===== src/common/fetch_settings.svh =====
/*
 * Widths, cache geometry and queue depths of the fetch front end.
 * Sizes are in bytes and must be powers of two.
 * The line size must be a whole number of instruction words.
 */

`ifndef FETCH_SETTINGS_SVH
`define FETCH_SETTINGS_SVH

// Address and instruction words
`define FETCH_ADDR_WIDTH 32
`define FETCH_INSN_WIDTH 32

// Direct-mapped instruction cache, 8 words per line
`define FETCH_IC_CACHE_SIZE 1024
`define FETCH_IC_LINE_SIZE 32

// Queue depths, both at least 2
`define FETCH_INSN_FIFO_DEPTH 8
`define FETCH_IFQ_DEPTH 2

`endif


===== src/common/fetch_pkg.sv =====
/*
 * Types shared by the fetch front end and its testbench.
 * A line holds the instruction at the lowest address in its lowest word.
 */

`default_nettype none

`include "fetch_settings.svh"

package fetch_pkg;

    typedef logic [`FETCH_ADDR_WIDTH-1:0] addr_t;
    typedef logic [`FETCH_INSN_WIDTH-1:0] insn_t;
    typedef logic [`FETCH_IC_LINE_SIZE*8-1:0] line_t;

    // Instruction FIFO payload
    typedef struct packed {
        addr_t pc;
        insn_t insn;
    } fetch_entry_t;

    // NEXT_FETCH streams, IFQ_ENQUEUE hands a miss to the IFQ,
    // IFQ_STALL waits for the fill, FIFO_STALL waits for FIFO room
    typedef enum logic [1:0] {
        NEXT_FETCH  = 2'b00,
        IFQ_ENQUEUE = 2'b01,
        IFQ_STALL   = 2'b10,
        FIFO_STALL  = 2'b11
    } fetch_state_t;

endpackage

`default_nettype wire


===== src/fetch/fetch_ctrl.sv =====
/*
 * Fetch control with PC register and the IT (lookup) and IR (result) stages.
 * A miss or a full FIFO stops fetch and restarts it from the blocked PC.
 * A fill for another line restarts fetch too; the PC then simply misses again.
 * The decoder output is valid one cycle after the FIFO ack.
 */

`timescale 1ns/1ps
`default_nettype none

module fetch_ctrl (
    input  logic                   clk,
    input  logic                   i_rst_n,

    input  logic                   i_redirect,
    input  fetch_pkg::addr_t       i_redirect_addr,
    input  logic                   i_decode_stall,

    // Cache lookup
    output logic                   o_ic_lookup_en,
    output fetch_pkg::addr_t       o_ic_lookup_addr,
    input  logic                   i_ic_hit,
    input  fetch_pkg::insn_t       i_ic_data,

    // Instruction FIFO
    output logic                   o_fifo_we,
    output fetch_pkg::fetch_entry_t o_fifo_wdata,
    input  logic                   i_fifo_full,
    input  logic                   i_fifo_empty,
    input  fetch_pkg::fetch_entry_t i_fifo_rdata,
    output logic                   o_fifo_ack,

    // Miss queue
    output logic                   o_ifq_alloc_en,
    output fetch_pkg::addr_t       o_ifq_alloc_addr,
    input  logic                   i_ifq_full,
    input  logic                   i_fill_en,

    // Decoder
    output logic                   o_fetch_valid,
    output fetch_pkg::addr_t       o_fetch_pc,
    output fetch_pkg::insn_t       o_fetch_insn
);

    fetch_pkg::fetch_state_t state_r;
    fetch_pkg::fetch_state_t state_next;

    fetch_pkg::addr_t pc_r;
    fetch_pkg::addr_t pc_next;
    fetch_pkg::addr_t miss_pc_r;

    logic             fetch_active;
    logic             it_valid;
    logic             ir_valid_r;
    fetch_pkg::addr_t ir_addr_r;
    logic             ir_valid;
    logic             ir_miss;
    logic             ir_block;
    logic             ir_stall;

    logic             fetch_valid_r;
    fetch_pkg::addr_t fetch_pc_r;
    fetch_pkg::insn_t fetch_insn_r;

    assign fetch_active = (state_r == fetch_pkg::NEXT_FETCH);

    // IR result, blocked either by a miss or by a full FIFO
    assign ir_valid = ir_valid_r & fetch_active;
    assign ir_miss  = ir_valid & ~i_ic_hit;
    assign ir_block = ir_valid & i_ic_hit & i_fifo_full;
    assign ir_stall = ir_miss | ir_block;

    // The IT lookup is dropped when IR stalls, it restarts from the saved PC
    assign it_valid         = fetch_active & ~i_redirect & ~ir_stall;
    assign o_ic_lookup_en   = it_valid;
    assign o_ic_lookup_addr = pc_r;

    assign o_fifo_we    = ir_valid & i_ic_hit & ~i_fifo_full & ~i_redirect;
    assign o_fifo_wdata = '{pc: ir_addr_r, insn: i_ic_data};

    assign o_ifq_alloc_en   = (state_r == fetch_pkg::IFQ_ENQUEUE) & ~i_ifq_full & ~i_redirect;
    assign o_ifq_alloc_addr = miss_pc_r;

    always_comb begin
        state_next = state_r;
        case (state_r)
            fetch_pkg::NEXT_FETCH: begin
                if (ir_miss) begin
                    state_next = fetch_pkg::IFQ_ENQUEUE;
                end else if (ir_block) begin
                    state_next = fetch_pkg::FIFO_STALL;
                end
            end
            fetch_pkg::IFQ_ENQUEUE: begin
                if (!i_ifq_full) begin
                    state_next = fetch_pkg::IFQ_STALL;
                end
            end
            fetch_pkg::IFQ_STALL: begin
                if (i_fill_en) begin
                    state_next = i_fifo_full ? fetch_pkg::FIFO_STALL : fetch_pkg::NEXT_FETCH;
                end
            end
            default: begin
                if (!i_fifo_full) begin
                    state_next = fetch_pkg::NEXT_FETCH;
                end
            end
        endcase

        if (i_redirect) begin
            state_next = fetch_pkg::NEXT_FETCH;
        end
    end

    // PC mux, stall states keep reloading the blocked PC
    always_comb begin
        case (state_r)
            fetch_pkg::NEXT_FETCH:  pc_next = it_valid ? pc_r + 4 : pc_r;
            fetch_pkg::IFQ_ENQUEUE: pc_next = pc_r;
            default:                pc_next = miss_pc_r;
        endcase

        if (i_redirect) begin
            pc_next = i_redirect_addr;
        end
    end

    always_ff @(posedge clk) begin
        if (!i_rst_n) begin
            state_r       <= fetch_pkg::NEXT_FETCH;
            pc_r          <= '0;
            ir_valid_r    <= 1'b0;
            fetch_valid_r <= 1'b0;
        end else begin
            state_r       <= state_next;
            pc_r          <= pc_next;
            ir_valid_r    <= it_valid;
            fetch_valid_r <= o_fifo_ack;
        end
    end

    always_ff @(posedge clk) begin
        ir_addr_r <= pc_r;
        if (ir_stall && !i_redirect) begin
            miss_pc_r <= ir_addr_r;
        end
        if (o_fifo_ack) begin
            fetch_pc_r   <= i_fifo_rdata.pc;
            fetch_insn_r <= i_fifo_rdata.insn;
        end
    end

    // Pop toward the decoder; an entry shown during a redirect is stale
    assign o_fifo_ack    = ~i_fifo_empty & ~i_decode_stall & ~i_redirect;
    assign o_fetch_valid = fetch_valid_r & ~i_redirect;
    assign o_fetch_pc    = fetch_pc_r;
    assign o_fetch_insn  = fetch_insn_r;

endmodule

`default_nettype wire


===== config.mk =====
export PLATFORM = sky130hd
export DESIGN_NAME = fetch_ctrl
export DESIGN_NICKNAME = d
export VERILOG_FILES = /design/src/common/fetch_pkg.sv /design/src/fetch/fetch_ctrl.sv
export VERILOG_INCLUDE_DIRS = /design/src /design/src/common
export SDC_FILE = /design/constraint.sdc
export NUM_CORES = 1
export LEC_CHECK = 0
export BUFFER_PORTS_ARGS = -buffer_cell sky130_fd_sc_hd__buf_2
export CORE_ASPECT_RATIO = 1.1
export CORE_MARGIN = 2
export CORE_UTILIZATION = 39
export CTS_CLUSTER_SIZE = 12
export DETAILED_ROUTE_END_ITERATION = 10
export HOLD_SLACK_MARGIN = 0.08
export PLACE_DENSITY = 0.71
export SLEW_MARGIN = 20
export SYNTH_ARGS = -nofsm -noshare
export SYNTH_HDL_FRONTEND = slang
export SYNTH_SLANG_ARGS = --single-unit

===== constraint.sdc =====
create_clock -name clk -period 9.4 [get_ports clk]
set_input_delay 0 -clock clk [delete_from_list [all_inputs] [get_ports clk]]
set_output_delay 0 -clock clk [all_outputs]
set_load 0.02 [all_outputs]

==> metrics.txt <==
commonest cells in the netlist=edfxtp_1 (96), dfxtp_1 (68), nand2_1 (34), buf_4 (33), a21oi_1 (32); post-synth top area cell=edfxtp_1; Routed Antenna Nets=0; Hold Crit Class=input port to flip-flop; Die Ht=137.3 um; Filler cells=1252; initial antenna violation count=0; clock-pin slew on the worst setup and hold paths=0.07 ns; drt via density=5.247; CTS sink cnt=164; final instance area=0.009639 mm^2; min Tclk post-route=3.591 ns; Area contributors post-synth=edfxtp_1 (46%), dfxtp_1 (22%), buf_4 (3.9%); CP Capture Type=flip-flop; Initial Util=40.04%; Main synth FF type=edfxtp_1; CTS tree=built; WHS=0.09010 ns; Clock Path Buffers=2; Total GRT Usage=22.52%; maxcap violations=0; Hold Fails Final Rpt=0; worst vdd ir=0.0001228 V; GR Overflow Total=0; Area growth, synth to finish=52.98%; HPWL Detailed=13.50 mm; # IOs=334; Syn Std Cell Area=0.006301 mm^2; critical path class=flip-flop to flip-flop; Seq/Total Area, Yosys=67.36%; GP Congestion=0.8694; pin count of the biggest net entering global routing=51; Post-synth ARST share=0%; clock root buffer=clkbuf_16; Cells after Synth=497; vias in the first global route=5505; first-pass GRT wire length=29.99 mm; IO Port Bufs=269; # diodes=0; Lkg Pwr=4.053 nW; Num CTS Buffers=17; Slew HR=26.98%; insertion delay to the later sink of the worst-skew pair=0.42 ns; crit-path max FO=23; Cell variety after synth=61; Die ar.=0.01719 mm^2; placed cell area=0.007611 mm^2; WL/cell=18.90 um; setup TNS=0 ns; Highest Clock Rate=278.4 MHz; Tightest Pin Transition=1.093 ns; setup ws final=5.809 ns; Net Count, Synth=639; clk_skew=0.005836 ns; YS warnings=0; register bit count reported by yosys=164; pre-CTS setup slack=6.184 ns; hold buffers post-CTS=135; EDFF count, synth=96; Final setup viols=0; die width=125.2 um; Yosys top cell area share=45.75%; critical path startpoint category=flip-flop; nets@finish=1011; CORE AREA=0.01574 mm^2; Iter 0 DRT Violations=456; Placement Rows=48; WL final=20.45 mm; DRT Pass-1 Iters=5; Resized cells post-CTS=0; syn_area_per_cell=12.68 um^2; RSZ-0062 raised after global routing=false; power per cell area=200.2 mW/mm^2; via count=5677; status=complete, no violations; crit path DAT=3.95 ns; DRC viols=0; Post-CTS Setup Inserts=0; H-tree Lvls=4; Max Transition Viols Final=0; share of cells above drive strength 1=36.28%; required time of the critical path=9.76 ns; final worst-path cycle share=38.21%; count leader, synth=edfxtp_1
## logic make-up (layout without fill, tap and decap cells)
logic type                 count (synthesis)  after routing  synth area share (%)
buffers and inverters                     67            452                 6.235
DFF                                      164            164                 67.36
muxes                                      4              4                0.6355
adders and majority gates                  5              5                0.9929
AOI/OAI and AO/OA                        137            137                 14.79
and+or+nand+nor                          120            120                 9.989
## placed cells by master, fill, tap and decap left out, types with 8 or more instances in the layout
cell type,netlist,routed
a21oi_1,32,32
edfxtp_1,96,96
nand3_1,8,8
nand2_1,34,34
inv_1,10,10
clkbuf_16,0,19
dlygate4sd3_1,0,135
nor3_1,10,8
nor2_1,23,23
a22oi_1,14,14
o21ai_0,27,27
dfxtp_1,68,68
buf_2,1,269
## state kept, by name (all words and copies together) (netlist names)
| name | flops |
|---|---|
| fetch_valid_r | 1 |
| ir_addr_r | 32 |
| ir_valid_r | 1 |
| o_fetch_insn | 32 |
| o_fetch_pc | 32 |
| o_ic_lookup_addr | 32 |
| o_ifq_alloc_addr | 32 |
| state_r | 2 |
## stage by stage
stage	total power, mW	util, %	instances
after floorplan	1.018	-	497
after global placement	1.092	48.37	915
after detailed placement	1.095	48.37	915
after CTS	1.941	61.26	1082
after global routing	1.996	61.26	1082
final	1.930	61.26	1082
## path summary, 6_finish.rpt
path	cells after the start	end	slack, ns	startpoint
worst max-delay path	8	o_ic_lookup_addr[13]	5.81	state_r[0]
worst min-delay path	3	o_fetch_pc[26]	0.09	i_fifo_empty
worst max register to register	8	o_ic_lookup_addr[13]	5.81	state_r[0]
worst min register to register	0	ir_addr_r[1]	0.38	o_ic_lookup_addr[1]
## where the power goes
group          internal, mW  total [mW]  switching, mW
registers             0.811       0.850         0.0382
clock network         0.506       0.788          0.282
logic                 0.122       0.292          0.170
total                  1.44        1.93          0.490
## layout make-up
cell class	instances	area [um^2]	share of cell area, %
clock inverters	10	190.2	1.973
flip-flops and latches	164	4244	44.03
repair buffers	410	2743	28.45
clock buffers	22	486.7	5.049
well taps	200	250.2	2.596
inverters	10	37.54	0.3894
multi-input cells	266	1688	17.51
## layer usage
layer | vias up | share of wire, % | global-route usage [%]
li1 | 2596 | - | -
met1 | 2728 | 39 | 27.32
met2 | 315 | 50 | 38.62
met3 | 38 | 8.8 | 5.981
met4 | 0 | 2.3 | 8.827
met5 | - | 0 | 0
## worst max-delay path: stages (launching register included)
cell	delay (ns)
dfxtp_1	0.34
inv_1	0.09
ha_1	0.53
nand2b_1	0.43
buf_4	0.34
o31ai_4	0.88
o21a_1	0.23
o21a_1	0.12
dlygate4sd3_1	0.55
Note: power is estimated with default switching activity, not from simulation.
