==> src/source/sync_fifo.sv <==
/*
 * Synchronous FIFO with flush. DEPTH must be at least 2.
 * The head is shown combinationally; a write into a full FIFO is ignored.
 */

`timescale 1ns/1ps
`default_nettype none

module sync_fifo #(
    parameter int  DEPTH  = 8,
    parameter type T_DATA = logic [31:0]
) (
    input  logic  clk,
    input  logic  i_rst_n,
    input  logic  i_flush,
    input  logic  i_we,
    input  T_DATA i_wdata,
    output logic  o_full,
    input  logic  i_ack,
    output T_DATA o_rdata,
    output logic  o_empty
);

    localparam int PTR_W = $clog2(DEPTH);
    localparam int CNT_W = $clog2(DEPTH + 1);

    T_DATA             mem [DEPTH];
    logic [PTR_W-1:0]  wr_ptr_r;
    logic [PTR_W-1:0]  rd_ptr_r;
    logic [CNT_W-1:0]  count_r;
    logic              wr;
    logic              rd;

    assign o_full  = (count_r == CNT_W'(DEPTH));
    assign o_empty = (count_r == '0);
    assign wr      = i_we & ~o_full;
    assign rd      = i_ack & ~o_empty;

    always_ff @(posedge clk) begin
        if (!i_rst_n || i_flush) begin
            wr_ptr_r <= '0;
            rd_ptr_r <= '0;
            count_r  <= '0;
        end else begin
            if (wr) begin
                wr_ptr_r <= (wr_ptr_r == PTR_W'(DEPTH - 1)) ? '0 : wr_ptr_r + 1'b1;
            end
            if (rd) begin
                rd_ptr_r <= (rd_ptr_r == PTR_W'(DEPTH - 1)) ? '0 : rd_ptr_r + 1'b1;
            end
            count_r <= count_r + CNT_W'(wr) - CNT_W'(rd);
        end
    end

    always_ff @(posedge clk) begin
        if (wr) begin
            mem[wr_ptr_r] <= i_wdata;
        end
    end

    assign o_rdata = mem[rd_ptr_r];

endmodule

`default_nettype wire

==> config.mk <==
export PLATFORM = sky130hd
export DESIGN_NAME = sync_fifo
export DESIGN_NICKNAME = d
export VERILOG_FILES = /design/src/source/sync_fifo.sv
export SDC_FILE = /design/constraint.sdc
export NUM_CORES = 1
export LEC_CHECK = 0
export CORE_MARGIN = 8
export CORE_UTILIZATION = 50
export DETAILED_ROUTE_END_ITERATION = 10
export DONT_BUFFER_PORTS = 1
export PLACE_DENSITY = 0.68
export SETUP_SLACK_MARGIN = 0.02
export SYNTH_ARGS = -nofsm -noshare
export SYNTH_HDL_FRONTEND = slang
export SYNTH_SLANG_ARGS = --single-unit
==> constraint.sdc <==
create_clock -name clk -period 5.9 [get_ports clk]
set_clock_uncertainty 0.2 [all_clocks]
set_input_delay 0.59 -clock clk [delete_from_list [all_inputs] [get_ports clk]]
set_output_delay 0.59 -clock clk [all_outputs]
set_load 0.01 [all_outputs]
==> results.txt, run 1 <==
The CTS tree is built. The required time of the critical path is 5.11 ns. The number of endpoints with negative hold slack in the final report came out at 0.

The switching power summed over all nets is 0.801 mW. For this design, the slowest cell found on the critical path is sky130_fd_sc_hd__dfxtp_4. The run finished with clean final reports. The synthesized net count is 497. The worst slew margin relative to its limit came out at 30.5%. The overall via count from detail_route came out at 4456. The port buffer count is 0. The analysis attributes to cell leakage a power of 3.86 nW. The via count of the first global-routing pass is 4742. For this run, the leading register cell type out of synthesis is sky130_fd_sc_hd__edfxtp_1. Using the TritonRoute via totals, the vias-per-cell ratio works out to 5.57. From left edge to right edge, the die measures 161 microns. After clock tree synthesis, the clock-pin slew on the worst setup and hold paths is 0.06 ns. The library cell used most frequently in the layout, excluding fill and tap cells, is sky130_fd_sc_hd__edfxtp_1. The number of sinks on the clock net came out at 269. At the pin with the least slew margin, the transition time is 1.04 ns.

The iteration-0 DRC count of the detailed router is 355. The DRC violation count after routing came out at 0. The share of the cycle needed by the critical path after routing came out at 61.3%. The die area came out at 0.0258 sq mm. The count of placed standard cells in the final layout, fillers left out is 800. In this run, post-CTS hold repair placed 32 buffers. The final critical path time including I/O delays and setup is 3.62 ns. The row count came out at 53.

Setup repair after global routing left no endpoint under its margin. The deepest level of the CTS H-tree came out at 1. Yosys mapped a number of flops with a built-in enable equal to 256. The remaining global-route overflow came out at 0. The initial antenna violation count came out at 0. Routability-driven placement finished with a final weighted congestion of 0.688.

The initial core utilization is 50.4%. The part of the power in the clock network came out at 41.8%. The internal power is 3.26 mW. The delay of the slowest critical-path stage came out at 0.69 ns. The final wirelength came out at 18500 microns. For this design the ratio of total power to cell area is 337 mW/mm^2. The number of instances in the placed design is 720. The kind of critical path is register to output port.

The total global routing track utilization came out at 14.3%. In this run, flip-flops and latches consume 53.0% of the power. The post-CTS setup repair buffer count is 0. The cell depth of the worst min-delay path is 2.

The area growth from synthesis to final layout is 15.3%. The average cell area after synthesis is 23.3 sq um. The share of synthesized flip-flops with an asynchronous set or reset is 0%. The number of cells on the worst reg-to-reg path came out at 11. The number of clock buffers inserted by TritonCTS is 26. In this run the cell area of the synthesized design comes to 0.0105 sq mm. The remaining number of nets flagged by the antenna check after routing came out at 0. The maximum achievable frequency came out at 276 MHz. The worst hold path class is primary input to register. Yosys printed 0 warnings. Walking the worst path, the cells encountered are buf_4, mux4_1, mux2_2.

The sum of negative setup slack came out at 0 ns. The switching power as a share of total power is 19.7%. Setup violations remaining at the end of the flow were counted as 0.

The maximum resistive drop on vdd is 0.000255 V. Max-cap violations in this run came to 0. The worst hold path begins at i_ack. The worst register-to-register path begins at count_r[2]$_SDFF_PP0_. The pin count of the biggest net entering global routing is 65. The share of layout cells above drive strength 1 came out at 24.0%.

The sort of element at the start of the critical path is a register. Leaving out fill and tap cells, the most frequent cells in the layout are sky130_fd_sc_hd__edfxtp_1 (256), sky130_fd_sc_hd__mux4_1 (40), sky130_fd_sc_hd__mux2_2 (32), sky130_fd_sc_hd__dlygate4sd3_1 (32), sky130_fd_sc_hd__clkbuf_16 (26). The number of nets in the final layout came out at 553. The cell sitting at the root of the clock tree is a sky130_fd_sc_hd__clkbuf_16. The relative contribution of combinational cells to total power came out at 5.2%. The first detailed-routing pass ran for 4 iterations. The total inserted antenna cells came out at 0. After synthesis, the netlist uses 29 different library cells. The number of top-level pins is 71. The half-perimeter wire length after placement is 10500 microns. The clock passes through at most 3 buffers. The die span in y is 161 microns. The worst setup path is captured at an output port. The first global-routing pass estimated 28300 microns of wire. The wire length per cell is 23.1 microns.

The terminus of the critical flop-to-flop path is count_r[2]$_SDFF_PP0_. The max-slew violation count came to 0. At the worst endpoint, the arrival time is 2.83 ns. In this run, post-CTS repair resized a total of 0 instances. Sequential cells were found to cover 75.9% of the synthesized design area. The number of cells produced by synthesis came out at 449.

The reg-to-reg setup timing slack came out at 3.02 ns. The flop and latch count out of synthesis is 269. The worst-skew pair later-pin latency is 0.51 ns. The maximum fanout count along the critical path is 35. The core region area is 0.0208 sq mm.
==> power by group through the flow <==
| stage | combinational (mW) | sequential (mW) | clock [mW] |
|---|---|---|---|
| after floorplan | 0.141 | 2.19 | 0 |
| after global placement | 0.176 | 2.19 | 0 |
| after detailed placement | 0.181 | 2.20 | 0 |
| after CTS | 0.219 | 2.16 | 1.73 |
| after global routing | 0.235 | 2.16 | 1.80 |
| final | 0.212 | 2.15 | 1.70 |
==> registers in the layout, summed over array words and instances, names as in the netlist, named ones only <==
| register | flops |
|---|---|
| mem | 256 |
| count_r | 4 |
| rd_ptr_r | 3 |
| wr_ptr_r | 3 |
==> stage by stage <==
step                      total power, mW  util [%]  hold slack, ns  instance area (sq um)  setup slack [ns]
after floorplan                      2.33         -           0.272                  10500              1.19
after global placement               2.37      52.3           0.281                  10800              2.77
after detailed placement             2.38      52.3           0.303                  10800              2.75
after CTS                            4.11      58.2          0.0352                  12100              2.21
after global routing                 4.20      58.2          0.0472                  12100              2.08
final                                4.06      58.2          0.0606                  12100              2.28
==> kinds of logic (layout without fill, tap and decap cells) <==
group	count (synthesis)	count (layout)	share of synthesized area (%)
muxes	100	100	19.0
and+or+nand+nor	32	32	1.59
xor gates and xnor gates	1	1	0.0837
AOI/OAI and AO/OA	8	8	0.406
DFF	269	269	75.9
buffers and inverters	28	104	1.58
adders and majority gates	11	11	1.39
==> worst max-delay path: cells and delay by family (launching register included) <==
kind / cells / cell delay [ns]
flops: 1 / 0.69
buf+inv: 1 / 0.64
mux: 2 / 0.97
==> synthesized netlist by cell type, drive strengths merged, types with 4 or more instances <==
cell type	count	area share (%)
edfxtp	256	73
mux4	64	15
mux2	32	3.4
buf	16	1.1
dfxtp	13	2.5
ha	10	1.2
inv	9	0.32
nand2	7	0.25
nor2	6	0.22
a21oi	4	0.19
mux2i	4	0.38
nand2b	4	0.24
nor3	4	0.19
==> how the worst max path moves through the flow <==
stage / end / depth (start not counted) / slack, ns
finish: o_rdata[5] / 3 / 2.28
global route: o_rdata[5] / 3 / 2.08
CTS: o_rdata[13] / 3 / 2.21
detailed placement: o_rdata[13] / 3 / 2.75
global placement: o_rdata[9] / 3 / 2.77
floorplan: mem[0][0]$_DFFE_PP_ / 5 / 1.19
==> metal layers <==
| metal | routed length, microns | vias to the layer above | track usage [%] | part of all wire (%) |
|---|---|---|---|---|
| met5 | 0 | - | 0 | 0 |
| met4 | 229 | 0 | 3.28 | 1.2 |
| met3 | 1350 | 18 | 3.35 | 7.3 |
| met2 | 9360 | 121 | 24.1 | 51 |
| met1 | 7550 | 2296 | 18.7 | 41 |
| li1 | - | 2021 | - | - |
==> final cells by class <==
type / count / area, sq um
Clock buffer: 35 / 724
Multi-Input combinational cell: 152 / 2400
Fill cell: 1456 / 8690
Inverter: 9 / 33.8
Timing Repair Buffer: 47 / 433
Sequential cell: 269 / 7950
Clock inverter: 13 / 178
Tap cell: 275 / 344
(Power assumes the default switching activity.)
==> inputs of run 2 (changes only) <==
Settings changed: ABC_AREA from default to 1, PLACE_DENSITY 0.68 to 0.71.
Clock period 5.9 ns to 2.95 ns, I/O delays scaled along.
==> run 2 against run 1 <==
  * Routed wire length rose by 30%
  * Count of clock-buffer cells in the layout rose by 4
  * Sequential share of layout area fell by 7.0 points
  * Highest routed layer unchanged
  * Register-to-register slack got worse by 2.6 ns
  * Largest power group unchanged
  * Worst hold slack improved by 0.076 ns
  * Die area rose by 12%
==> results.txt, run 2 <==
The data arrival time of the worst path came out at 2.80 ns (-0.03 ns). The minimum setup slack in the final design was 0.377 ns (-1.90 ns). The initial core utilization came out at 50.8% (+0.33 points).

Of all cell types, the one taking the most synthesized area is sky130_fd_sc_hd__edfxtp_1. The number of flip-flops in the largest register is 256 (unchanged). The required time of the critical path is 3.17 ns (-1.94 ns). The top routing layer in use is met4. The maximum achievable frequency came out at 389 MHz. The die area was 0.0289 sq mm (+12%). The number of instances in the placed design is 1501 (+110%).

The count of placed standard cells in the final layout, fillers left out is 1592 (+99%). The initial antenna violation count came out at 2 (+2). The first-pass GRT wire length came out at 38700 microns (+37%). Leaving out fill and tap cells, the most frequent cells in the layout are sky130_fd_sc_hd__nand2_1 (431), sky130_fd_sc_hd__inv_1 (278), sky130_fd_sc_hd__edfxtp_1 (256). The count of TritonRoute iterations in the first routing pass was 5 (+1). The port buffer count came out at 0 (unchanged). By count the netlist is led by sky130_fd_sc_hd__nand2_1 (431), sky130_fd_sc_hd__inv_1 (278), sky130_fd_sc_hd__edfxtp_1 (256). The total global routing track utilization was 16.7% (+2.4 points). Walking the worst path, the cells encountered are inv_1, ha_1, nand3_1, nand2_2, ha_1, inv_1, ha_1, inv_1, fa_1, xor2_1, nor2_1. mem holds more flip-flops than any other register. The kind of cell with the highest combined delay along the critical path is adder cells. The iteration-0 DRC count of the detailed router came to 482 (+36%). The area fraction of the dominant cell type after synthesis came out at 64.7% (-8.7 points). The hold path startpoint is i_ack. The distinct cell type count after synthesis is 19 (-34%). The deepest level of the CTS H-tree is 1 (unchanged). The launching instance or port of the critical path is count_r[2]$_SDFF_PP0_. The flop and latch count out of synthesis came out at 269 (unchanged). The largest registers in the layout are mem: 256 flops, count_r: 4 flops.

The number of endpoints with negative hold slack in the final report is 0 (unchanged). The relative contribution of combinational cells to total power is 10.4% (+5.2 points). The flow ran to the end, and the final reports show no timing, DRC or antenna violations. The commonest non-fill, non-tap cell in the layout is sky130_fd_sc_hd__nand2_1. The worst path buffer plus inverter count is 3 (+2). The overall via count from detail_route is 7619 (+71%). The DRC violation count after routing is 0 (unchanged). The die boundary width is 170 microns (+5.9%).

The launching point of the worst reg2reg path is count_r[2]$_SDFF_PP0_. The sum of met2 wire segment lengths after detailed routing is 11700 microns (+25%). The slowest stage of the critical path is the sky130_fd_sc_hd__fa_1 cell. The number of sinks on the clock net came to 269 (unchanged). The instance area at placement is 0.0123 sq mm (+13%).

The number of synthesized flops with an enable pin is 256 (unchanged). The part of the power in the clock network was 38.6% (-3.2 points). The core region area is 0.0234 sq mm (+13%).

The maximum resistive drop on vdd is 0.000442 V (+73%). The number of clock buffers inserted by TritonCTS is 28 (+7.7%). The area growth from synthesis to final layout came out at 13.6%. Setup repair after global routing left no endpoint under its margin. The commonest register cell after synthesis is sky130_fd_sc_hd__edfxtp_1.

The mean number of vias per cell was 4.79 (-14%). The amount of wire on met3 after detailed routing is 1310 microns (-2.9%). The worst slew margin relative to its limit came out at 46.5% (+16 points). The die span in y came out at 170 microns (+5.9%). The final wirelength is 24000 microns (+30%). The remaining global-route overflow came out at 0 (unchanged). The via count of the first global-routing pass is 7542 (+59%). The endpoint kind of the worst setup timing path is a register.

The sequential element share of the synthesized area is 66.9% (-9.0 points). The share of synthesized flip-flops with an asynchronous set or reset is 0% (unchanged). The final weighted congestion in routability-driven placement is 0.762 (+11%).

The number of cells produced by synthesis came out at 1209 (+170%). The total chip power is 8.47 mW (+110%). The met1 wire length is 10500 microns (+39%). The average cell area after synthesis is 9.83 sq um (-58%). The internal power is 6.46 mW (+98%).

The number of synthesis warnings was 0 (unchanged). The count of endpoints failing setup in the final report is 0 (unchanged). The switching power summed over all nets came out at 2.02 mW (+150%).

The delay of the slowest critical-path stage came out at 0.40 ns (-0.29 ns). In this run the worst hold path is classified as primary input to register. The switching power as a share of total power is 23.8% (+4.1 points).

The cell area after technology mapping is 0.0119 sq mm (+13%). The remaining number of nets flagged by the antenna check after routing came to 0 (unchanged). The routed design could run at a clock period as short as 2.57 ns.

The register clock-pin slew on the reported worst setup and hold paths is 0.06 ns (about the same). The sort of element at the start of the critical path is a register. The reported leakage power is 6.09 nW (+58%). The worst-skew pair later-pin latency came out at 0.53 ns (+0.02 ns). TritonCTS built the clock tree. The max-slew violation count was 0 (unchanged).

The number of buffers on the longest clock path is 3 (unchanged). The row count came out at 56 (+5.7%). The post-route cell area came out at 0.0135 sq mm (+12%).

The worst-margin pin slew came out at 0.802 ns (-0.241 ns). Sorting the synthesized cells by area gives the leading types as sky130_fd_sc_hd__edfxtp_1 (65%), sky130_fd_sc_hd__nand2_1 (14%), sky130_fd_sc_hd__inv_1 (8.8%), sky130_fd_sc_hd__nand3_1 (5.8%), sky130_fd_sc_hd__dfxtp_1 (2.2%). The max-capacitance violation count is 0 (unchanged). The number of nets in the final layout is 1297 (+130%). The post-CTS setup repair buffer count is 0 (unchanged).

The placement-stage worst setup slack is 0.389 ns (-2.36 ns). The synthesized net count is 1257 (+150%). The kind of critical path is register to register. The maximum fanout count along the critical path is 9 (-74%). The clock tree root buffer cell is sky130_fd_sc_hd__clkbuf_16.

The most frequent cell after synthesis is sky130_fd_sc_hd__nand2_1. The number of top-level pins is 71 (unchanged). The total power density per cell area is 628 mW/mm^2 (+86%). The share of layout cells above drive strength 1 is 5.90% (-18 points). The wire length per cell came out at 15.1 microns (-35%). The sequential group share of total power is 51.0% (-2.0 points). Of the available clock period, the critical path in the final layout requires 87.2%.

The half-perimeter wire length after placement was 13300 microns (+27%). The pin count of the biggest net entering global routing came out at 129 (+98%).
[run 2: cells by family after synthesis]
family / synth area share, %
buffers and inverters: 11.2
AND/OR/NAND/NOR: 20.3
flip-flops: 66.9
AO/OA/AOI/OAI: 0.295
adder cells (fa/ha/maj): 1.22
XOR/XNOR: 0.0737
[run 2: metrics by stage]
| step | TNS [ns] | hold WS [ns] | util, % |
|---|---|---|---|
| 6_report | 0 | 0.136 | 57.7 |
| 5_1_grt | 0 | 0.204 | 57.7 |
| 4_1_cts | 0 | 0.128 | 57.6 |
| 3_5_place_dp | 0 | 0.194 | 52.4 |
| 3_3_place_gp | 0 | 0.194 | 52.4 |
| 2_1_floorplan | -206.43 | 0.194 | - |
[run 2: final cells by class]
| type | count | area, sq um |
|---|---|---|
| Fill cell | 1948 | 9910 |
| Sequential cell | 269 | 7950 |
| Multi-Input combinational cell | 611 | 2640 |
| Inverter | 280 | 1050 |
| Clock buffer | 39 | 773 |
| Timing Repair Buffer | 59 | 586 |
| Tap cell | 319 | 399 |
| Clock inverter | 13 | 83.8 |
| Antenna cell | 2 | 5.00 |
[run 2: layer usage]
metal	vias up	track usage, %
met5	-	0
li1	3842	-
met2	198	28.8
met3	37	3.36
met1	3542	21.1
met4	0	5.11
[run 2: path summary, 6_finish.rpt]
check                           slack [ns]               endpoint  cells past startpoint
worst min register to register        0.33               register                      2
worst min-delay path                  0.14  count_r[1]$_SDFF_PP0_                      5
worst max-delay path                  0.38  count_r[2]$_SDFF_PP0_                     11
worst max register to register        0.38  count_r[2]$_SDFF_PP0_                     11
[run 2: tightest hold or removal path: cells and delay by family]
| kind | cells | cell delay (ns) |
|---|---|---|
| fa+ha+maj | 2 | 0.38 |
| buf+inv | 1 | 0.02 |
| simple gates | 2 | 0.13 |
[run 2: what timing repair did]
item                       4_1_cts  5_1_grt
hold buffers                    37        0
setup endpoints to repair        0       19
hold endpoints to repair       269        0
gates resized for setup          0        1
[run 2: power by group through the flow]
| stage | Combinational [mW] | Sequential [mW] | Clock (mW) |
|---|---|---|---|
| after floorplan | 0.611 | 4.40 | 0 |
| after global placement | 0.797 | 4.40 | 0 |
| after detailed placement | 0.812 | 4.40 | 0 |
| after CTS | 0.901 | 4.32 | 3.33 |
| after global routing | 1.01 | 4.33 | 3.47 |
| final | 0.882 | 4.32 | 3.27 |
