File: src/common/fetch_settings.svh
/*
 * Widths, cache geometry and queue depths of the fetch front end.
 * Sizes are in bytes and must be powers of two.
 * The line size must be a whole number of instruction words.
 */

`ifndef FETCH_SETTINGS_SVH
`define FETCH_SETTINGS_SVH

// Address and instruction words
`define FETCH_ADDR_WIDTH 32
`define FETCH_INSN_WIDTH 32

// Direct-mapped instruction cache, 8 words per line
`define FETCH_IC_CACHE_SIZE 1024
`define FETCH_IC_LINE_SIZE 32

// Queue depths, both at least 2
`define FETCH_INSN_FIFO_DEPTH 8
`define FETCH_IFQ_DEPTH 2

`endif

File: src/common/fetch_pkg.sv
/*
 * Types shared by the fetch front end and its testbench.
 * A line holds the instruction at the lowest address in its lowest word.
 */

`default_nettype none

`include "fetch_settings.svh"

package fetch_pkg;

    typedef logic [`FETCH_ADDR_WIDTH-1:0] addr_t;
    typedef logic [`FETCH_INSN_WIDTH-1:0] insn_t;
    typedef logic [`FETCH_IC_LINE_SIZE*8-1:0] line_t;

    // Instruction FIFO payload
    typedef struct packed {
        addr_t pc;
        insn_t insn;
    } fetch_entry_t;

    // NEXT_FETCH streams, IFQ_ENQUEUE hands a miss to the IFQ,
    // IFQ_STALL waits for the fill, FIFO_STALL waits for FIFO room
    typedef enum logic [1:0] {
        NEXT_FETCH  = 2'b00,
        IFQ_ENQUEUE = 2'b01,
        IFQ_STALL   = 2'b10,
        FIFO_STALL  = 2'b11
    } fetch_state_t;

endpackage

`default_nettype wire

File: src/source/sync_fifo.sv
/*
 * Synchronous FIFO with flush. DEPTH must be at least 2.
 * The head is shown combinationally; a write into a full FIFO is ignored.
 */

`timescale 1ns/1ps
`default_nettype none

module sync_fifo #(
    parameter int  DEPTH  = 8,
    parameter type T_DATA = logic [31:0]
) (
    input  logic  clk,
    input  logic  i_rst_n,
    input  logic  i_flush,
    input  logic  i_we,
    input  T_DATA i_wdata,
    output logic  o_full,
    input  logic  i_ack,
    output T_DATA o_rdata,
    output logic  o_empty
);

    localparam int PTR_W = $clog2(DEPTH);
    localparam int CNT_W = $clog2(DEPTH + 1);

    T_DATA             mem [DEPTH];
    logic [PTR_W-1:0]  wr_ptr_r;
    logic [PTR_W-1:0]  rd_ptr_r;
    logic [CNT_W-1:0]  count_r;
    logic              wr;
    logic              rd;

    assign o_full  = (count_r == CNT_W'(DEPTH));
    assign o_empty = (count_r == '0);
    assign wr      = i_we & ~o_full;
    assign rd      = i_ack & ~o_empty;

    always_ff @(posedge clk) begin
        if (!i_rst_n || i_flush) begin
            wr_ptr_r <= '0;
            rd_ptr_r <= '0;
            count_r  <= '0;
        end else begin
            if (wr) begin
                wr_ptr_r <= (wr_ptr_r == PTR_W'(DEPTH - 1)) ? '0 : wr_ptr_r + 1'b1;
            end
            if (rd) begin
                rd_ptr_r <= (rd_ptr_r == PTR_W'(DEPTH - 1)) ? '0 : rd_ptr_r + 1'b1;
            end
            count_r <= count_r + CNT_W'(wr) - CNT_W'(rd);
        end
    end

    always_ff @(posedge clk) begin
        if (wr) begin
            mem[wr_ptr_r] <= i_wdata;
        end
    end

    assign o_rdata = mem[rd_ptr_r];

endmodule

`default_nettype wire

File: src/source/ifq.sv
/*
 * Miss queue in front of the line memory, one read outstanding at a time.
 * An allocation for the line already in flight is dropped.
 * The fill comes out in the same cycle as the memory response.
 */

`timescale 1ns/1ps
`default_nettype none

`include "fetch_settings.svh"

module ifq (
    input  logic             clk,
    input  logic             i_rst_n,

    // Miss allocation from fetch control
    input  logic             i_alloc_en,
    input  fetch_pkg::addr_t i_alloc_addr,
    output logic             o_full,

    // Line memory
    output logic             o_mem_req,
    output fetch_pkg::addr_t o_mem_addr,
    input  logic             i_mem_rsp,
    input  fetch_pkg::line_t i_mem_data,

    // Fill toward cache and fetch control
    output logic             o_fill_en,
    output fetch_pkg::addr_t o_fill_addr,
    output fetch_pkg::line_t o_fill_data
);

    fetch_pkg::addr_t alloc_line;
    logic             alloc_dup;
    logic             queue_we;
    logic             queue_empty;
    fetch_pkg::addr_t queue_head;
    logic             issue;

    logic             busy_r;
    logic             req_r;
    fetch_pkg::addr_t line_addr_r;

    assign alloc_line = i_alloc_addr & ~fetch_pkg::addr_t'(`FETCH_IC_LINE_SIZE - 1);

    // A response this cycle ends the flight, so a late duplicate is queued
    assign alloc_dup = busy_r & ~i_mem_rsp & (alloc_line == line_addr_r);
    assign queue_we  = i_alloc_en & ~alloc_dup;

    sync_fifo #(
        .DEPTH  (`FETCH_IFQ_DEPTH),
        .T_DATA (fetch_pkg::addr_t)
    ) u_miss_fifo (
        .clk     (clk),
        .i_rst_n (i_rst_n),
        .i_flush (1'b0),
        .i_we    (queue_we),
        .i_wdata (alloc_line),
        .o_full  (o_full),
        .i_ack   (issue),
        .o_rdata (queue_head),
        .o_empty (queue_empty)
    );

    assign issue = ~busy_r & ~queue_empty;

    always_ff @(posedge clk) begin
        if (!i_rst_n) begin
            busy_r <= 1'b0;
            req_r  <= 1'b0;
        end else begin
            req_r <= issue;
            if (issue) begin
                busy_r <= 1'b1;
            end else if (i_mem_rsp) begin
                busy_r <= 1'b0;
            end
        end
    end

    always_ff @(posedge clk) begin
        if (issue) begin
            line_addr_r <= queue_head;
        end
    end

    assign o_mem_req   = req_r;
    assign o_mem_addr  = line_addr_r;
    assign o_fill_en   = busy_r & i_mem_rsp;
    assign o_fill_addr = line_addr_r;
    assign o_fill_data = i_mem_data;

endmodule

`default_nettype wire

File: config.mk
export PLATFORM = sky130hd
export DESIGN_NAME = ifq
export DESIGN_NICKNAME = d
export VERILOG_FILES = /design/src/common/fetch_pkg.sv /design/src/source/sync_fifo.sv /design/src/source/ifq.sv
export VERILOG_INCLUDE_DIRS = /design/src /design/src/common
export SDC_FILE = /design/constraint.sdc
export NUM_CORES = 1
export LEC_CHECK = 0
export BUFFER_PORTS_ARGS = -buffer_cell sky130_fd_sc_hd__buf_4
export CAP_MARGIN = 10
export CORE_AREA = 2 2 239 241
export DETAILED_ROUTE_END_ITERATION = 10
export DIE_AREA = 0 0 241 243
export GPL_TIMING_DRIVEN = 0
export PLACE_DENSITY_LB_ADDON = 0.1
export RECOVER_POWER = 50
export SLEW_MARGIN = 20
export SYNTH_ARGS = -nofsm -noshare
export SYNTH_HDL_FRONTEND = slang
export SYNTH_SLANG_ARGS = --single-unit
File: constraint.sdc
create_clock -name clk -period 3.5 [get_ports clk]
set_input_delay 0.7 -clock clk [delete_from_list [all_inputs] [get_ports clk]]
set_output_delay 0.7 -clock clk [all_outputs]
set_load 0.02 [all_outputs]
==> results of run 1 <==
==> registers in the layout (all words and copies together) (netlist names) <==
signal	flops
busy_r	1
o_fill_addr	27
o_mem_req	1
u_miss_fifo.count_r	2
u_miss_fifo.mem	54
u_miss_fifo.rd_ptr_r	1
u_miss_fifo.wr_ptr_r	1
==> routing by layer <==
layer  GRT usage  share of wire  vias up  routed length [microns]
met5           0         0.0033        -                      120
met3      0.0738           0.15       32                     5360
met2       0.159           0.42      288                    15000
met1       0.150           0.43     1988                    15400
li1            -              -     1997                        -
met4     0.00926         0.0034       22                      124
==> per-stage QoR <==
step,TNS (ns),cells,setup WS [ns],instance area (sq um)
detailed placement,0,1586,0.700,9230
global placement,-37.76,1583,-1.13,9140
finish,0,1603,1.12,8880
CTS,0,1601,1.01,9540
global route,0,1601,0.985,8880
floorplan,0,484,0.620,5620
==> kinds of logic after synthesis <==
logic type	Yosys count	share of synthesized area
xor+xnor	30	0.0470
compound gates	4	0.00560
simple gates	25	0.0309
buf+inv	298	0.398
mux	28	0.0565
other cells	1	0.000671
fa+ha+maj	2	0.00448
flops	87	0.457
==> placed cells by master (no fill, tap or decap), drive strengths merged <==
cell type,synthesis,layout
clkinv,0,1
nor4,2,2
mux2,28,28
nor3b,1,1
nand4,7,7
diode,0,2
nor3,1,1
nand2,1,1
a21oi,1,1
ha,2,2
bufinv,0,2
conb,1,10
and2,6,6
clkinvlp,0,2
or2b,1,1
nor2b,4,4
dfxtp,6,6
nor2,2,2
edfxtp,81,81
clkbuf,0,188
xnor2,29,29
inv,2,2
a2111o,1,1
xor2,1,1
buf,296,464
o21a,2,2
==> cell type report <==
class	instances	area (sq um)
Multi-Input combinational cell	99	861
Fill cell	6506	47100
Tap cell	756	946
Sequential cell	87	2550
Inverter	2	7.51
Buffer	296	2210
Timing Repair Buffer	346	1990
Clock inverter	5	83.8
Antenna cell	2	5.00
Clock buffer	10	229
==> where the power goes <==
group          total [mW]  leakage, nW  internal, mW  switching, mW
sequential           1.76        0.810          1.54          0.216
clock                1.05        0.145         0.623          0.425
combinational        2.47         2.76          1.14           1.32
==> path summary, 6_finish.rpt <==
kind | start | cells past startpoint | end | slack, ns
max reg2reg | o_fill_addr[18] | 6 | u_miss_fifo.mem[1][9] | 1.12
max | o_fill_addr[18] | 6 | u_miss_fifo.mem[1][9] | 1.12
min reg2reg | u_miss_fifo.mem[0][22] | 1 | o_fill_addr[27] | 0.55
min | u_miss_fifo.mem[0][22] | 1 | o_fill_addr[27] | 0.55
==> impl_metrics.tcl, run 1 <==
set metrics [dict create \
    cpLargestDelayFamily "simple AND/OR/NAND/NOR gates" \
    required_time_at_the_worst_slack_endpoint_ns 3.60 \
    critical_path.endpoint_type "register" \
    yosys_most_used_dff "sky130_fd_sc_hd__edfxtp_1" \
    async_flop_share 0 \
    cp.buffers_inverters 1 \
    whs_ns 0.547 \
    synth_area_leader_cell "sky130_fd_sc_hd__edfxtp_1" \
    ordered_cell_list_for_the_critical_path "xnor2_1, nand4_1, nor4_2, a21oi_1, and2_2, buf_16" \
    path_max_fanout 16 \
    tightestPinTransition_ns 0.726 \
    design.die.area_sq_um 58600 \
    nets 1135 \
    vias_in_the_first_global_route 4159 \
    grt_start_max_net_pins 18 \
    timing.final.max_slew_violations 0 \
    die_width_microns 241 \
    synth_most_common_cell "sky130_fd_sc_hd__buf_4" \
    grt_antenna_before_repair 24 \
    power_per_cell_area_nw_per_um2 594 \
    timing.critical_path.from_type "register" \
    post_cts_setup_buffer_count 0 \
    power.static_leakage_nw 3.71 \
    cts_repair_resize_count 0 \
    relSlewSlack 0.516 \
    max_cap_viol_count 0 \
    vias_per_cell 2.70 \
    report.power.total_mw 5.27 \
    synth_top_cells_by_count "293 x sky130_fd_sc_hd__buf_4, 81 x sky130_fd_sc_hd__edfxtp_1, 29 x sky130_fd_sc_hd__xnor2_1" \
    areaGrowthSynthToFinish_pct 59.1 \
    io_buffer_count 343 \
    finish.utilization 0.159 \
    total_global_routing_overflow 0 \
    globalplace.congestion 0.938 \
    post-synth-top-area-fraction 0.435 \
    start_util 0.0998 \
    num_vias 4327 \
    io_pins 615 \
    synthesis.area_sq_um 5590 \
    die_h_microns 243 \
    edff_count_synth 81 \
    cts_inserted_buffers 9 \
    min_path_type "reg2reg" \
    worst_ep_arrival_time_ns 2.48 \
    total_of_hold_buffers_inserted_after_clock_tree_synthesis 0 \
    layout-drive-gt1-share 0.607 \
    crit_slowest_cell "sky130_fd_sc_hd__edfxtp_1" \
    crit_path_max_incr_delay_ns 0.48 \
    ctsHtreeMaxLevel 3 \
    yosys_warnings 0 \
    ys_seq_elements 87 \
    fp-row-count 87 \
    cts_max_path_buffers 2 \
    clock_sink_count 87 \
    clock_tree_from_tritoncts "yes" \
    peakVddDrop_mv 0.329 \
    count_of_endpoints_failing_hold_in_the_final_timing_report 0 \
    hpwlAfterDp_microns 32200 \
    period_share 0.679 \
    groute.usage.overall 0.114 \
    initialDrtViolationCount 132 \
    worst_skew_pair.late_latency_ns 0.35 \
    synth.lib_cells_used.distinct 24 \
    finalWorstPathRequiredPeriod_ns 2.38 \
    finalSetupViolations 0 \
    routed_wire_length_per_instance_microns 22.5 \
    core_sq_um 56000 \
    wl_microns 36100 \
    drtAntennaViolNets 0 \
    seq_area_frac_synth 0.457 \
    fmax_mhz 421 \
    synth.area.top_cells "sky130_fd_sc_hd__edfxtp_1 44%, sky130_fd_sc_hd__buf_4 39%, sky130_fd_sc_hd__mux2_2 5.6%" \
    grt_pass1_wl_microns 43000 \
    clk_pin_slew_worst_paths_ns 0.07 \
    setup.worst_path.class "reg2reg" \
    worst_clock_skew_ns 0.0104 \
    syn_avg_cell_area_sq_um 11.8 \
    cts.root.buffer_cell "sky130_fd_sc_hd__clkbuf_16" \
    synthCells 475 \
    detail_route.drc_violations 0 \
    run_status "complete, no violations" \
    rsz0062_at_grt "no" \
    drt_pre_antenna_iters 4 \
]
Power figures use the tool's default switching activity.
==> run 2, diff against run 1 <==
==> constraint.sdc (replaced) <==
create_clock -name clk -period 2.33 [get_ports clk]
set_input_delay 0.466 -clock clk [delete_from_list [all_inputs] [get_ports clk]]
set_output_delay 0.466 -clock clk [all_outputs]
set_load 0.02 [all_outputs]
==> run 2 against run 1 <==
Net effect:
- core utilization barely moved
- sequential share of layout area up 0.085 points
- maximum frequency rose by 9.7%
- sequential power is 49% higher
- via count grew 1.2%
==> impl_metrics.tcl, run 2 (same netlist as run 1, synthesis figures left out) <==
set metrics [dict create \
    final_common_cell "sky130_fd_sc_hd__buf_4" \
    finalWorstPathRequiredPeriod_ns 2.17 \
    io_pins 615 \
    core_sq_um 56000 \
    fp-row-count 87 \
    setup_total_negative_slack_ns 0 \
    ctsHtreeMaxLevel 3 \
    clock_sink_count 87 \
    global_route.peak_usage_layer "met2" \
    worstReg2RegStart "o_fill_addr[18]" \
    grt_pass1_wl_microns 42500 \
    globalplace.congestion 0.948 \
    grt_antenna_before_repair 18 \
    clk_pin_slew_worst_paths_ns 0.06 \
    areaGrowthSynthToFinish_pct 58.6 \
    layout-drive-gt1-share 0.578 \
    gr-usage-met2 0.164 \
    clock_tree_from_tritoncts "yes" \
    vias_per_cell 2.72 \
    power.static_leakage_nw 3.66 \
    hpwlAfterDp_microns 31700 \
    drt_pre_antenna_iters 4 \
    largest_register_ff_count 54 \
    worst_clock_skew_ns 0.00583 \
    cts.root.buffer_cell "sky130_fd_sc_hd__clkbuf_16" \
    hold_path.startpoint "i_rst_n" \
    required_time_at_the_worst_slack_endpoint_ns 2.55 \
    start_util 0.0998 \
    regMostFlops "u_miss_fifo.mem" \
    groute.usage.overall 0.112 \
    finished_layout_cell_area_sq_um 8860 \
    report.power.total_mw 7.94 \
    wl_microns 35300 \
    finish.utilization 0.158 \
    period_share 0.930 \
    die_width_microns 241 \
    setup.worst_path.start "o_fill_addr[18]" \
    fmax_mhz 461 \
    nets 1141 \
    met1_usage 0.145 \
    die_h_microns 243 \
    design.die.area_sq_um 58600 \
    drtAntennaViolNets 0 \
    io_buffer_count 343 \
    min_path_type "in2reg" \
    total_global_routing_overflow 0 \
    cts_inserted_buffers 9 \
    num_vias 4378 \
    worst_skew_pair.late_latency_ns 0.34 \
    worst_ep_arrival_time_ns 2.39 \
    detail_route.drc_violations 0 \
    final.fill_count 6504 \
    timing.final.max_slew_violations 0 \
    path_max_fanout 2 \
    count_of_endpoints_failing_hold_in_the_final_timing_report 0 \
    max_cap_viol_count 0 \
    grt_use_met3 0.0647 \
    routed_wire_length_per_instance_microns 22.0 \
    run_status "complete, no violations" \
    cts_max_path_buffers 2 \
    initialDrtViolationCount 208 \
    critical_path.endpoint_type "register" \
    numPlacedInstances 1587 \
    fin_cells 1610 \
    whs_ns 0.396 \
    vias_in_the_first_global_route 4304 \
    timing.critical_path.from_type "register" \
    setup.worst_path.class "reg2reg" \
    most_frequent_cells_in_the_layout "429 x sky130_fd_sc_hd__buf_4, 211 x sky130_fd_sc_hd__clkbuf_1, 81 x sky130_fd_sc_hd__edfxtp_1, 28 x sky130_fd_sc_hd__mux2_2, 25 x sky130_fd_sc_hd__xnor2_1" \
    place_worst_setup_slack_ns -0.290 \
    placed_area_sq_um 9270 \
    rsz0062_at_grt "no" \
    finalSetupViolations 0 \
    grt_start_max_net_pins 16 \
    peakVddDrop_mv 0.376 \
    power_per_cell_area_nw_per_um2 896 \
    smallest_setup_slack_after_layout_ns 0.163 \
]
run 2: cell count changes in the layout (fill, tap and decap cells not counted), moves of 2 or more:
cell,change
sky130_fd_sc_hd__xnor2_2,+4
sky130_fd_sc_hd__clkbuf_1,+32
sky130_fd_sc_hd__clkinv_2,+2
sky130_fd_sc_hd__xnor2_1,-4
sky130_fd_sc_hd__buf_4,-30
sky130_fd_sc_hd__diode_2,+2
sky130_fd_sc_hd__buf_16,+2
run 2: layout make-up:
type / count / area [sq um] / area share
Sequential cell: 87 / 2550 / 0.288
Buffer: 296 / 2210 / 0.250
Timing Repair Buffer: 352 / 1940 / 0.219
Tap cell: 756 / 946 / 0.107
Multi-Input combinational cell: 99 / 907 / 0.102
Clock buffer: 9 / 225 / 0.0254
Clock inverter: 5 / 51.3 / 0.00579
Antenna cell: 4 / 10.0 / 0.00113
Inverter: 2 / 7.51 / 0.000848
run 2: timing repair:
action,4_1_cts,5_1_grt
gates resized for setup,4,4
pin swaps,1,3
endpoints found under the setup margin,44,16
buffers inserted,3,2
hold buffers,0,0
run 2: power breakdown:
part           leakage (nW)  switching [mW]  internal (mW)
combinational          2.72            2.06           1.84
sequential            0.810           0.305           2.32
clock                 0.135           0.606          0.812
run 2: worst paths after layout:
path | to | slack (ns) | cells after the start
setup / recovery | u_miss_fifo.wr_ptr_r | 0.16 | 5
hold / removal | busy_r | 0.40 | 2
setup reg to reg | u_miss_fifo.wr_ptr_r | 0.16 | 5
hold reg to reg | o_fill_addr[6] | 0.55 | 1
run 2: worst max-delay path: stages (launching register included):
cell	delay, ns
sky130_fd_sc_hd__edfxtp_1	0.45
sky130_fd_sc_hd__xnor2_2	0.21
sky130_fd_sc_hd__nand4_1	0.24
sky130_fd_sc_hd__nor4_4	0.40
sky130_fd_sc_hd__mux2_2	0.37
sky130_fd_sc_hd__a2111o_1	0.38
run 2: layer usage:
layer | routed length, microns | up-vias
met5 | 104 | -
met4 | 142 | 18
met3 | 5030 | 27
met2 | 15100 | 294
met1 | 15000 | 2031
li1 | - | 2008
